<file path="src/logic/portal_macros.svh">
`ifndef PORTAL_MACROS_SVH
`define PORTAL_MACROS_SVH

`define DATA_W 32
`define AXI_ID_W 12
`define ID_W 6           // Upper id bits return as zero
`define LEN_W 4
`define OFFS_W 5
`define BEAT_STRIDE 4

`define PAGE_LSB 5
`define PAGE_MSB 11      // Page zero is the control page
`define SEL_BIT 12       // Indication half when set

`define CTRL_IRQ_OFFS 0
`define CTRL_IEN_OFFS 4
`define CTRL_ONE_OFFS 8
`define CTRL_IRQ2_OFFS 12
`define CTRL_KIND_OFFS 16
`define CTRL_TWO_OFFS 20
`define KIND_REQ 5
`define KIND_IND 6

`define USER_VAL_OFFS 0
`define USER_RDY_OFFS 4

`define WUSE_CTRL 2'd0
`define WUSE_USER 2'd1
`define WUSE_DROP 2'd2   // Indication half of the user page
`endif

</file>
<file path="src/logic/portalPkg.sv">
`include "portal_macros.svh"

package portalPkg;

  // One write word, seen whole by the user or as a control register
  typedef union packed {
    logic [`DATA_W-1:0] user;
    struct packed {
      logic [`DATA_W-2:0] reserved;
      logic intEnable;
    } ctrl;
  } portalWordT;

endpackage

</file>
<file path="src/logic/stageFifo.sv">
`timescale 1ns/10ps

module stageFifo #(
  parameter int Width = 32
) (
  input  logic             CLK,
  input  logic             nRST,
  input  logic             enqValid,
  input  logic [Width-1:0] enqData,
  output logic             enqReady,
  input  logic             deqTake,
  output logic             deqValid,
  output logic [Width-1:0] deqData
);

  logic full;
  logic [Width-1:0] data;

  always_ff @(posedge CLK) begin
    if (!nRST) begin
      full <= 1'b0;
    end else if (enqValid && !full) begin
      full <= 1'b1;
    end else if (deqTake && full) begin
      full <= 1'b0;
    end
  end

  always_ff @(posedge CLK) begin
    if (enqValid && !full) begin
      data <= enqData;
    end
  end

  assign enqReady = !full;
  assign deqValid = full;
  assign deqData  = data;

endmodule

</file>
<file path="src/logic/burstSplitter.sv">
`timescale 1ns/10ps
`include "portal_macros.svh"

module burstSplitter (
  input  logic              CLK,
  input  logic              nRST,
  input  logic              reqValid,
  input  logic [`OFFS_W-1:0] reqOffs,
  input  logic [`ID_W-1:0]  reqId,
  input  logic [`LEN_W-1:0] reqLen,
  output logic              reqReady,
  input  logic              beatTake,
  output logic              beatValid,
  output logic [`OFFS_W-1:0] beatOffs,
  output logic [`ID_W-1:0]  beatId,
  output logic              beatLast
);

  localparam int ReqW  = `OFFS_W + `LEN_W + `ID_W;
  localparam int BeatW = `OFFS_W + `ID_W + 1;

  logic [ReqW-1:0] heldReq;
  logic [BeatW-1:0] beatWord;
  logic heldValid;
  logic [`OFFS_W-1:0] offs;
  logic [`OFFS_W-1:0] curOffs;
  logic [`LEN_W:0] count;        // One extra bit for len of 15
  logic [`LEN_W:0] curCount;
  logic notFirst;
  logic curLast;
  logic beatRoom;
  logic genBeat;

  stageFifo #(.Width(ReqW)) reqBuf (
    .CLK(CLK), .nRST(nRST),
    .enqValid(reqValid), .enqData({reqOffs, reqLen, reqId}), .enqReady(reqReady),
    .deqTake(genBeat && curLast), .deqValid(heldValid), .deqData(heldReq)
  );

  assign curOffs  = notFirst ? offs : heldReq[ReqW-1 -: `OFFS_W];
  assign curCount = notFirst ? count : {1'b0, heldReq[`ID_W +: `LEN_W]} + 1'b1;
  assign curLast  = curCount == 1;
  assign genBeat  = heldValid && beatRoom;

  always_ff @(posedge CLK) begin
    if (!nRST) begin
      offs     <= '0;
      count    <= '0;
      notFirst <= 1'b0;
    end else if (genBeat) begin
      offs     <= curOffs + `OFFS_W'(`BEAT_STRIDE);  // Wraps in 5 bits
      count    <= curCount - 1'b1;
      notFirst <= !curLast;
    end
  end

  stageFifo #(.Width(BeatW)) beatBuf (
    .CLK(CLK), .nRST(nRST),
    .enqValid(genBeat), .enqData({curOffs, heldReq[`ID_W-1:0], curLast}),
    .enqReady(beatRoom),
    .deqTake(beatTake), .deqValid(beatValid), .deqData(beatWord)
  );

  assign {beatOffs, beatId, beatLast} = beatWord;

endmodule

</file>
<file path="src/logic/portalControl.sv">
`timescale 1ns/10ps
`include "portal_macros.svh"

module portalControl (
  input  logic                          CLK,
  input  logic                          nRST,
  input  logic                          arFire,
  input  logic [`SEL_BIT:`PAGE_LSB]     arAddr,
  input  logic                          awFire,
  input  logic [`SEL_BIT:`PAGE_LSB]     awAddr,
  input  logic [`OFFS_W-1:0]            readOffs,
  input  logic                          pending,
  input  logic                          writeReady,
  input  logic                          writeBeatFire,
  input  logic [`OFFS_W-1:0]            writeOffs,
  input  portalPkg::portalWordT         writeWord,
  output logic                          readIsCtrl,
  output logic [`DATA_W-1:0]            ctrlValue,
  output logic [1:0]                    writeUse,
  output logic                          interrupt
);

  logic readCtrl;
  logic readSel;
  logic writeCtrl;
  logic writeSel;
  logic intEnable;

  always_ff @(posedge CLK) begin
    if (!nRST) begin
      readCtrl  <= 1'b0;
      readSel   <= 1'b0;
      writeCtrl <= 1'b0;
      writeSel  <= 1'b0;
      intEnable <= 1'b0;
    end else begin
      if (arFire) begin
        readCtrl <= arAddr[`PAGE_MSB:`PAGE_LSB] == '0;
        readSel  <= arAddr[`SEL_BIT];
      end
      if (awFire) begin
        writeCtrl <= awAddr[`PAGE_MSB:`PAGE_LSB] == '0;
        writeSel  <= awAddr[`SEL_BIT];
      end
      if (writeBeatFire && writeUse == `WUSE_CTRL && writeOffs == `OFFS_W'(`CTRL_IEN_OFFS)) begin
        intEnable <= writeWord.ctrl.intEnable;
      end
    end
  end

  always_comb begin
    ctrlValue = '0;
    if (readCtrl) begin
      case (readOffs)
        `OFFS_W'(`CTRL_IRQ_OFFS), `OFFS_W'(`CTRL_IRQ2_OFFS): ctrlValue[0] = pending && !readSel;
        `OFFS_W'(`CTRL_ONE_OFFS):  ctrlValue = `DATA_W'(1);
        `OFFS_W'(`CTRL_KIND_OFFS): ctrlValue = readSel ? `DATA_W'(`KIND_IND) : `DATA_W'(`KIND_REQ);
        `OFFS_W'(`CTRL_TWO_OFFS):  ctrlValue = `DATA_W'(2);
        default:                   ctrlValue = '0;
      endcase
    end else if (readOffs == `OFFS_W'(`USER_RDY_OFFS)) begin
      ctrlValue[0] = writeReady;  // Endpoint empty
    end
  end

  always_comb begin
    if (writeCtrl) begin
      writeUse = `WUSE_CTRL;
    end else if (writeSel) begin
      writeUse = `WUSE_DROP;
    end else begin
      writeUse = `WUSE_USER;
    end
  end

  assign readIsCtrl = readCtrl;
  assign interrupt  = pending && intEnable;

endmodule

</file>
<file path="src/logic/echoUser.sv">
`timescale 1ns/10ps
`include "portal_macros.svh"

module echoUser (
  input  logic                  CLK,
  input  logic                  nRST,
  input  logic                  writeStrobe,
  input  portalPkg::portalWordT writeWord,
  output logic                  writeReady,
  input  logic                  consume,
  output logic                  pending,
  output logic [`DATA_W-1:0]    value
);

  logic [`DATA_W-1:0] held;

  always_ff @(posedge CLK) begin
    if (!nRST) begin
      pending <= 1'b0;
    end else if (writeStrobe && !pending) begin
      pending <= 1'b1;
    end else if (consume) begin
      pending <= 1'b0;   // Read of the indication
    end
  end

  always_ff @(posedge CLK) begin
    if (writeStrobe && !pending) begin
      held <= writeWord.user;
    end
  end

  assign writeReady = !pending;
  assign value      = pending ? held : '0;

endmodule

</file>
<file path="src/logic/portalBridge.sv">
`timescale 1ns/10ps
`include "portal_macros.svh"

module portalBridge (
  input  logic                 CLK,
  input  logic                 nRST,
  input  logic                 arValid,
  input  logic [`DATA_W-1:0]   arAddr,
  input  logic [`AXI_ID_W-1:0] arId,
  input  logic [`LEN_W-1:0]    arLen,
  output logic                 arReady,
  input  logic                 awValid,
  input  logic [`DATA_W-1:0]   awAddr,
  input  logic [`AXI_ID_W-1:0] awId,
  input  logic [`LEN_W-1:0]    awLen,
  output logic                 awReady,
  input  logic                 wValid,
  input  logic [`DATA_W-1:0]   wData,
  output logic                 wReady,
  output logic                 rValid,
  output logic [`DATA_W-1:0]   rData,
  output logic [`AXI_ID_W-1:0] rId,
  output logic                 rLast,
  input  logic                 rReady,
  output logic                 bValid,
  output logic [`AXI_ID_W-1:0] bId,
  input  logic                 bReady,
  output logic                 interrupt
);

  localparam int ReadW = `DATA_W + `ID_W + 1;

  logic arReqReady;
  logic awReqReady;
  logic readBeatValid;
  logic [`OFFS_W-1:0] readBeatOffs;
  logic [`ID_W-1:0] readBeatId;
  logic readBeatLast;
  logic writeBeatValid;
  logic [`OFFS_W-1:0] writeBeatOffs;
  logic [`ID_W-1:0] writeBeatId;
  logic writeBeatLast;
  logic readRoom;
  logic doneRoom;
  logic wordHeld;
  portalPkg::portalWordT writeWord;
  logic [ReadW-1:0] readWord;
  logic [`ID_W-1:0] rIdLow;
  logic [`ID_W-1:0] bIdLow;
  logic readIsCtrl;
  logic [`DATA_W-1:0] ctrlValue;
  logic [`DATA_W-1:0] readValue;
  logic [1:0] writeUse;
  logic userReady;
  logic userPending;
  logic [`DATA_W-1:0] userValue;
  logic readUserWord;
  logic readTake;
  logic writeTake;

  // New requests wait until the previous burst's beats have left
  assign arReady = arReqReady && !readBeatValid;
  assign awReady = awReqReady && !writeBeatValid;

  assign readTake  = readBeatValid && readRoom;
  assign writeTake = writeBeatValid && wordHeld && (!writeBeatLast || doneRoom) &&
                     (writeUse != `WUSE_USER || userReady);

  burstSplitter readSplit (
    .CLK(CLK), .nRST(nRST),
    .reqValid(arValid && !readBeatValid), .reqOffs(arAddr[`OFFS_W-1:0]),
    .reqId(arId[`ID_W-1:0]), .reqLen(arLen), .reqReady(arReqReady),
    .beatTake(readTake), .beatValid(readBeatValid), .beatOffs(readBeatOffs),
    .beatId(readBeatId), .beatLast(readBeatLast)
  );

  burstSplitter writeSplit (
    .CLK(CLK), .nRST(nRST),
    .reqValid(awValid && !writeBeatValid), .reqOffs(awAddr[`OFFS_W-1:0]),
    .reqId(awId[`ID_W-1:0]), .reqLen(awLen), .reqReady(awReqReady),
    .beatTake(writeTake), .beatValid(writeBeatValid), .beatOffs(writeBeatOffs),
    .beatId(writeBeatId), .beatLast(writeBeatLast)
  );

  assign readUserWord = !readIsCtrl && readBeatOffs == `OFFS_W'(`USER_VAL_OFFS);
  assign readValue    = readUserWord ? userValue : ctrlValue;

  stageFifo #(.Width(ReadW)) readData (
    .CLK(CLK), .nRST(nRST),
    .enqValid(readTake), .enqData({readValue, readBeatId, readBeatLast}), .enqReady(readRoom),
    .deqTake(rValid && rReady), .deqValid(rValid), .deqData(readWord)
  );

  assign {rData, rIdLow, rLast} = readWord;
  assign rId = {{(`AXI_ID_W - `ID_W){1'b0}}, rIdLow};

  stageFifo #(.Width(`DATA_W)) writeData (
    .CLK(CLK), .nRST(nRST),
    .enqValid(wValid), .enqData(wData), .enqReady(wReady),
    .deqTake(writeTake), .deqValid(wordHeld), .deqData(writeWord)
  );

  stageFifo #(.Width(`ID_W)) writeDone (
    .CLK(CLK), .nRST(nRST),
    .enqValid(writeTake && writeBeatLast), .enqData(writeBeatId), .enqReady(doneRoom),
    .deqTake(bValid && bReady), .deqValid(bValid), .deqData(bIdLow)
  );

  assign bId = {{(`AXI_ID_W - `ID_W){1'b0}}, bIdLow};

  portalControl control (
    .CLK(CLK), .nRST(nRST),
    .arFire(arValid && arReady), .arAddr(arAddr[`SEL_BIT:`PAGE_LSB]),
    .awFire(awValid && awReady), .awAddr(awAddr[`SEL_BIT:`PAGE_LSB]),
    .readOffs(readBeatOffs), .pending(userPending), .writeReady(userReady),
    .writeBeatFire(writeTake), .writeOffs(writeBeatOffs), .writeWord(writeWord),
    .readIsCtrl(readIsCtrl), .ctrlValue(ctrlValue), .writeUse(writeUse),
    .interrupt(interrupt)
  );

  echoUser user (
    .CLK(CLK), .nRST(nRST),
    .writeStrobe(writeTake && writeUse == `WUSE_USER), .writeWord(writeWord),
    .writeReady(userReady),
    .consume(readTake && readUserWord), .pending(userPending), .value(userValue)
  );

endmodule

</file>
<file path="config.mk">
export PLATFORM = sky130hd
export DESIGN_NAME = portalBridge
export DESIGN_NICKNAME = d
export VERILOG_FILES = /design/src/logic/portalPkg.sv /design/src/logic/stageFifo.sv /design/src/logic/burstSplitter.sv /design/src/logic/portalControl.sv /design/src/logic/echoUser.sv /design/src/logic/portalBridge.sv
export VERILOG_INCLUDE_DIRS = /design/src /design/src/logic
export SDC_FILE = /design/constraint.sdc
export NUM_CORES = 1
export LEC_CHECK = 0
export ABC_AREA = 1
export ABC_CLOCK_PERIOD_IN_PS = 3400
export BUFFER_PORTS_ARGS = -buffer_cell sky130_fd_sc_hd__buf_2
export CAP_MARGIN = 10
export CORE_MARGIN = 1
export CORE_UTILIZATION = 40
export DETAILED_ROUTE_END_ITERATION = 8
export REMOVE_ABC_BUFFERS = 1
export SYNTH_ARGS = -nofsm -noshare
export SYNTH_HDL_FRONTEND = slang
export SYNTH_SLANG_ARGS = --single-unit
</file>
<file path="constraint.sdc">
create_clock -name CLK -period 3.4 [get_ports CLK]
set_input_delay 0.68 -clock CLK [delete_from_list [all_inputs] [get_ports CLK]]
set_output_delay 0.68 -clock CLK [all_outputs]
set_load 0.03 [all_outputs]
</file>
==> flow_summary.ini <==
[outcome]
status = completed

[routing]
vias_per_cell = 4.62
routed-via-count = 4358
wirelength_um = 12800
drc = 0
drtPass1Iterations = 5
ant_nets = 0
initialDrtViolationCount = 268
wire_per_inst_um = 13.6

[yosys]
netlist_area_um2 = 7310
synth_top_family_by_area = simple AND/OR/NAND/NOR gates
synth_mux_area_share_pct = 0
synth_flop_cell = sky130_fd_sc_hd__edfxtp_1
synth_simple_gate_area_share_pct = 10.3
ys_warn_count = 0
post_synth_fa_ha_maj_area_fraction_pct = 1.37
synth_top_cells_by_area = sky130_fd_sc_hd__edfxtp_1, sky130_fd_sc_hd__dfxtp_1, sky130_fd_sc_hd__inv_1
synth-compound-area-share_pct = 4.83
synth-seq-cells = 198
post-synth-top-area-fraction_pct = 67.0
synth_top_cell_by_area = sky130_fd_sc_hd__edfxtp_1
netlist_instances = 558
number_of_synthesized_flops_with_an_enable_pin = 163
syn_area_per_cell_um2 = 13.1
synth_sequential_area_ratio_pct = 76.5
synth_xor_area_share_pct = 0.359
synth-async-reset-ratio_pct = 0
synthDistinctLibCells = 35

[critical_path]
crit_path_max_fanout = 30
critical_path_required_ps = 3660
critical_path.endpoint_type = flop
critical_path_class = reg -> reg
critPathLaunchType = flop
cp.arrival_ps = 2310

[grt]
grt.total_usage_pct = 14.0
grt_antenna_before_repair = 0
grt_start_max_net_pins = 33
vias_in_the_first_global_route = 4219
grt_first_pass_wirelength_um = 19800
grt_remaining_overflow = 0

[timing]
final_hold_slack_ps = 417
maxSlewViolCount = 0
skew_ps = 11.5
number_of_setup_violations_in_the_final_report = 0
achievable-frequency_ghz = 0.487
worst_slew_margin_relative_to_its_limit_pct = 26.8
max_slew.worst_pin.slew_ps = 1100
final.period_utilization_pct = 60.4
grt_setup_unrepaired = no
report.final.hold_viol_count = 0
worst_slack_ps = 1350
layout_min_cycle_time_ps = 2050
setup-tns-final_ps = 0

[floorplanning]
io_pins = 198
fp.dieW_um = 137
initial_utilization_pct = 40.7
num_rows = 49
floorplan.die.height_um = 137
die-area_um2 = 18800
floorplan.core_area_um2 = 18000

[pwr]
vdd_ir_drop_max_mv = 0.374
power.density_cell_area_nw_per_um2 = 604
p_leak_uw = 0.00365

[final_layout]
synthToLayoutAreaGrowth_pct = 19.9
finish.net_count = 845
most_common_library_cell_in_the_layout_ignoring_fill_and_taps = sky130_fd_sc_hd__edfxtp_1
finalNonFillerCells = 944
mostFrequentLayoutCells = sky130_fd_sc_hd__edfxtp_1, sky130_fd_sc_hd__buf_2, sky130_fd_sc_hd__inv_1
post_route_cells_drive_above_1_share_pct = 25.6
antenna_cells = 0

[clock_network]
tritoncts = built
ctsResizeCount = 0
cts_post_setup_buffers_inserted = 0
clk_pin_slew_ps = 70
cts-hold-fix-buffers = 0
cts_buffers = 17
ctsLongestPathBuffers = 2
clk_root_buffer_cell = sky130_fd_sc_hd__clkbuf_16
clock-sinks = 198
worst_skew_pair.late_latency_ps = 430
htreeDepth = 4

[job]
max-cap-violations = 0

[placed_design]
dpl.hpwl_um = 9010
gp_congestion = 0.786
dp_cells = 912
port_buffers = 135
post-place-ws_ps = 1340

[worst_hold_path]
worst_min_delay_path_category = reg -> reg
## per-layer routing
metal,global-route usage [%],share of wire [%]
met3,3.27,5.6
met2,23.6,49
met1,17.3,44
met4,5.92,1.4
met5,0,0
## Yosys cell counts, types with 2 or more instances
master                     count
sky130_fd_sc_hd__xor2_1        3
sky130_fd_sc_hd__edfxtp_1    163
sky130_fd_sc_hd__o21ai_2       3
sky130_fd_sc_hd__ha_1          8
sky130_fd_sc_hd__o21ai_1       4
sky130_fd_sc_hd__nand4_1       7
sky130_fd_sc_hd__buf_6         2
sky130_fd_sc_hd__a21oi_1      21
sky130_fd_sc_hd__o21ai_0      21
sky130_fd_sc_hd__inv_2         2
sky130_fd_sc_hd__buf_2         4
sky130_fd_sc_hd__nand3_1      12
sky130_fd_sc_hd__nor3_1        7
sky130_fd_sc_hd__inv_1        83
sky130_fd_sc_hd__clkbuf_1      6
sky130_fd_sc_hd__nand2_1      74
sky130_fd_sc_hd__o211ai_1      2
sky130_fd_sc_hd__nor4_1        5
sky130_fd_sc_hd__buf_4        13
sky130_fd_sc_hd__a211oi_1      4
sky130_fd_sc_hd__nor2_1       66
sky130_fd_sc_hd__dfxtp_1      35
## flip-flops by register name, summed over array words and instances (netlist names), 5 cells and up
signal / count
readData.deqData: 39
user.held: 32
writeData.deqData: 32
readSplit.reqBuf.deqData: 15
writeSplit.reqBuf.deqData: 15
readSplit.beatBuf.deqData: 12
writeSplit.beatBuf.deqData: 12
writeDone.deqData: 6
readSplit.count: 5
readSplit.offs: 5
writeSplit.count: 5
writeSplit.offs: 5
## metrics by stage
stage	util (%)	instance area, um2	power [uW]
after global routing	48.8	8760	5520
after floorplan	-	7190	3240
after CTS	48.8	8760	5350
after detailed placement	45.6	8190	3420
after global placement	45.6	8190	3390
final	48.8	8760	5290
## worst max-delay path: stages, from the launching register on
cell and delay, ps:
sky130_fd_sc_hd__edfxtp_1 370, sky130_fd_sc_hd__nor2_1 200, sky130_fd_sc_hd__nand2_1 90, sky130_fd_sc_hd__nor3_2 130
sky130_fd_sc_hd__nand2_1 640, sky130_fd_sc_hd__inv_1 280, sky130_fd_sc_hd__nand2_1 80, sky130_fd_sc_hd__o211ai_1 100
## power breakdown
group	internal [uW]	leakage (uW)	switching (uW)
Combinational	145	0.00155	343
Clock	984	0.000281	949
Sequential	2810	0.00182	62.5
## layout make-up
| cell class | instances | area, um2 |
|---|---|---|
| fillers | 1570 | 9200 |
| flip-flops and latches | 198 | 5600 |
| multi-input cells | 261 | 1280 |
| repair buffers | 139 | 706 |
| clock buffers | 17 | 425 |
| inverters | 85 | 319 |
| well taps | 229 | 287 |
| clock inverters | 15 | 150 |
## worst paths after layout
path,start,end,slack [ps],cells after the start
worst max-delay path,readSplit.beatBuf.deqData[8],readData.deqData[8],1350,7
worst min register to register,writeData.deqData[5],user.held[5],420,0
worst max register to register,readSplit.beatBuf.deqData[8],readData.deqData[8],1350,7
worst min-delay path,writeData.deqData[5],user.held[5],420,0
## logic make-up (layout without fill, tap and decap cells)
family          Yosys count  after routing
buf+inv                 110            256
xor+xnor                  3              3
other cells               1             12
flops                   198            198
compound gates           60             60
fa+ha+maj                 8              8
simple gates            178            178
Power figures use the tool's default switching activity.
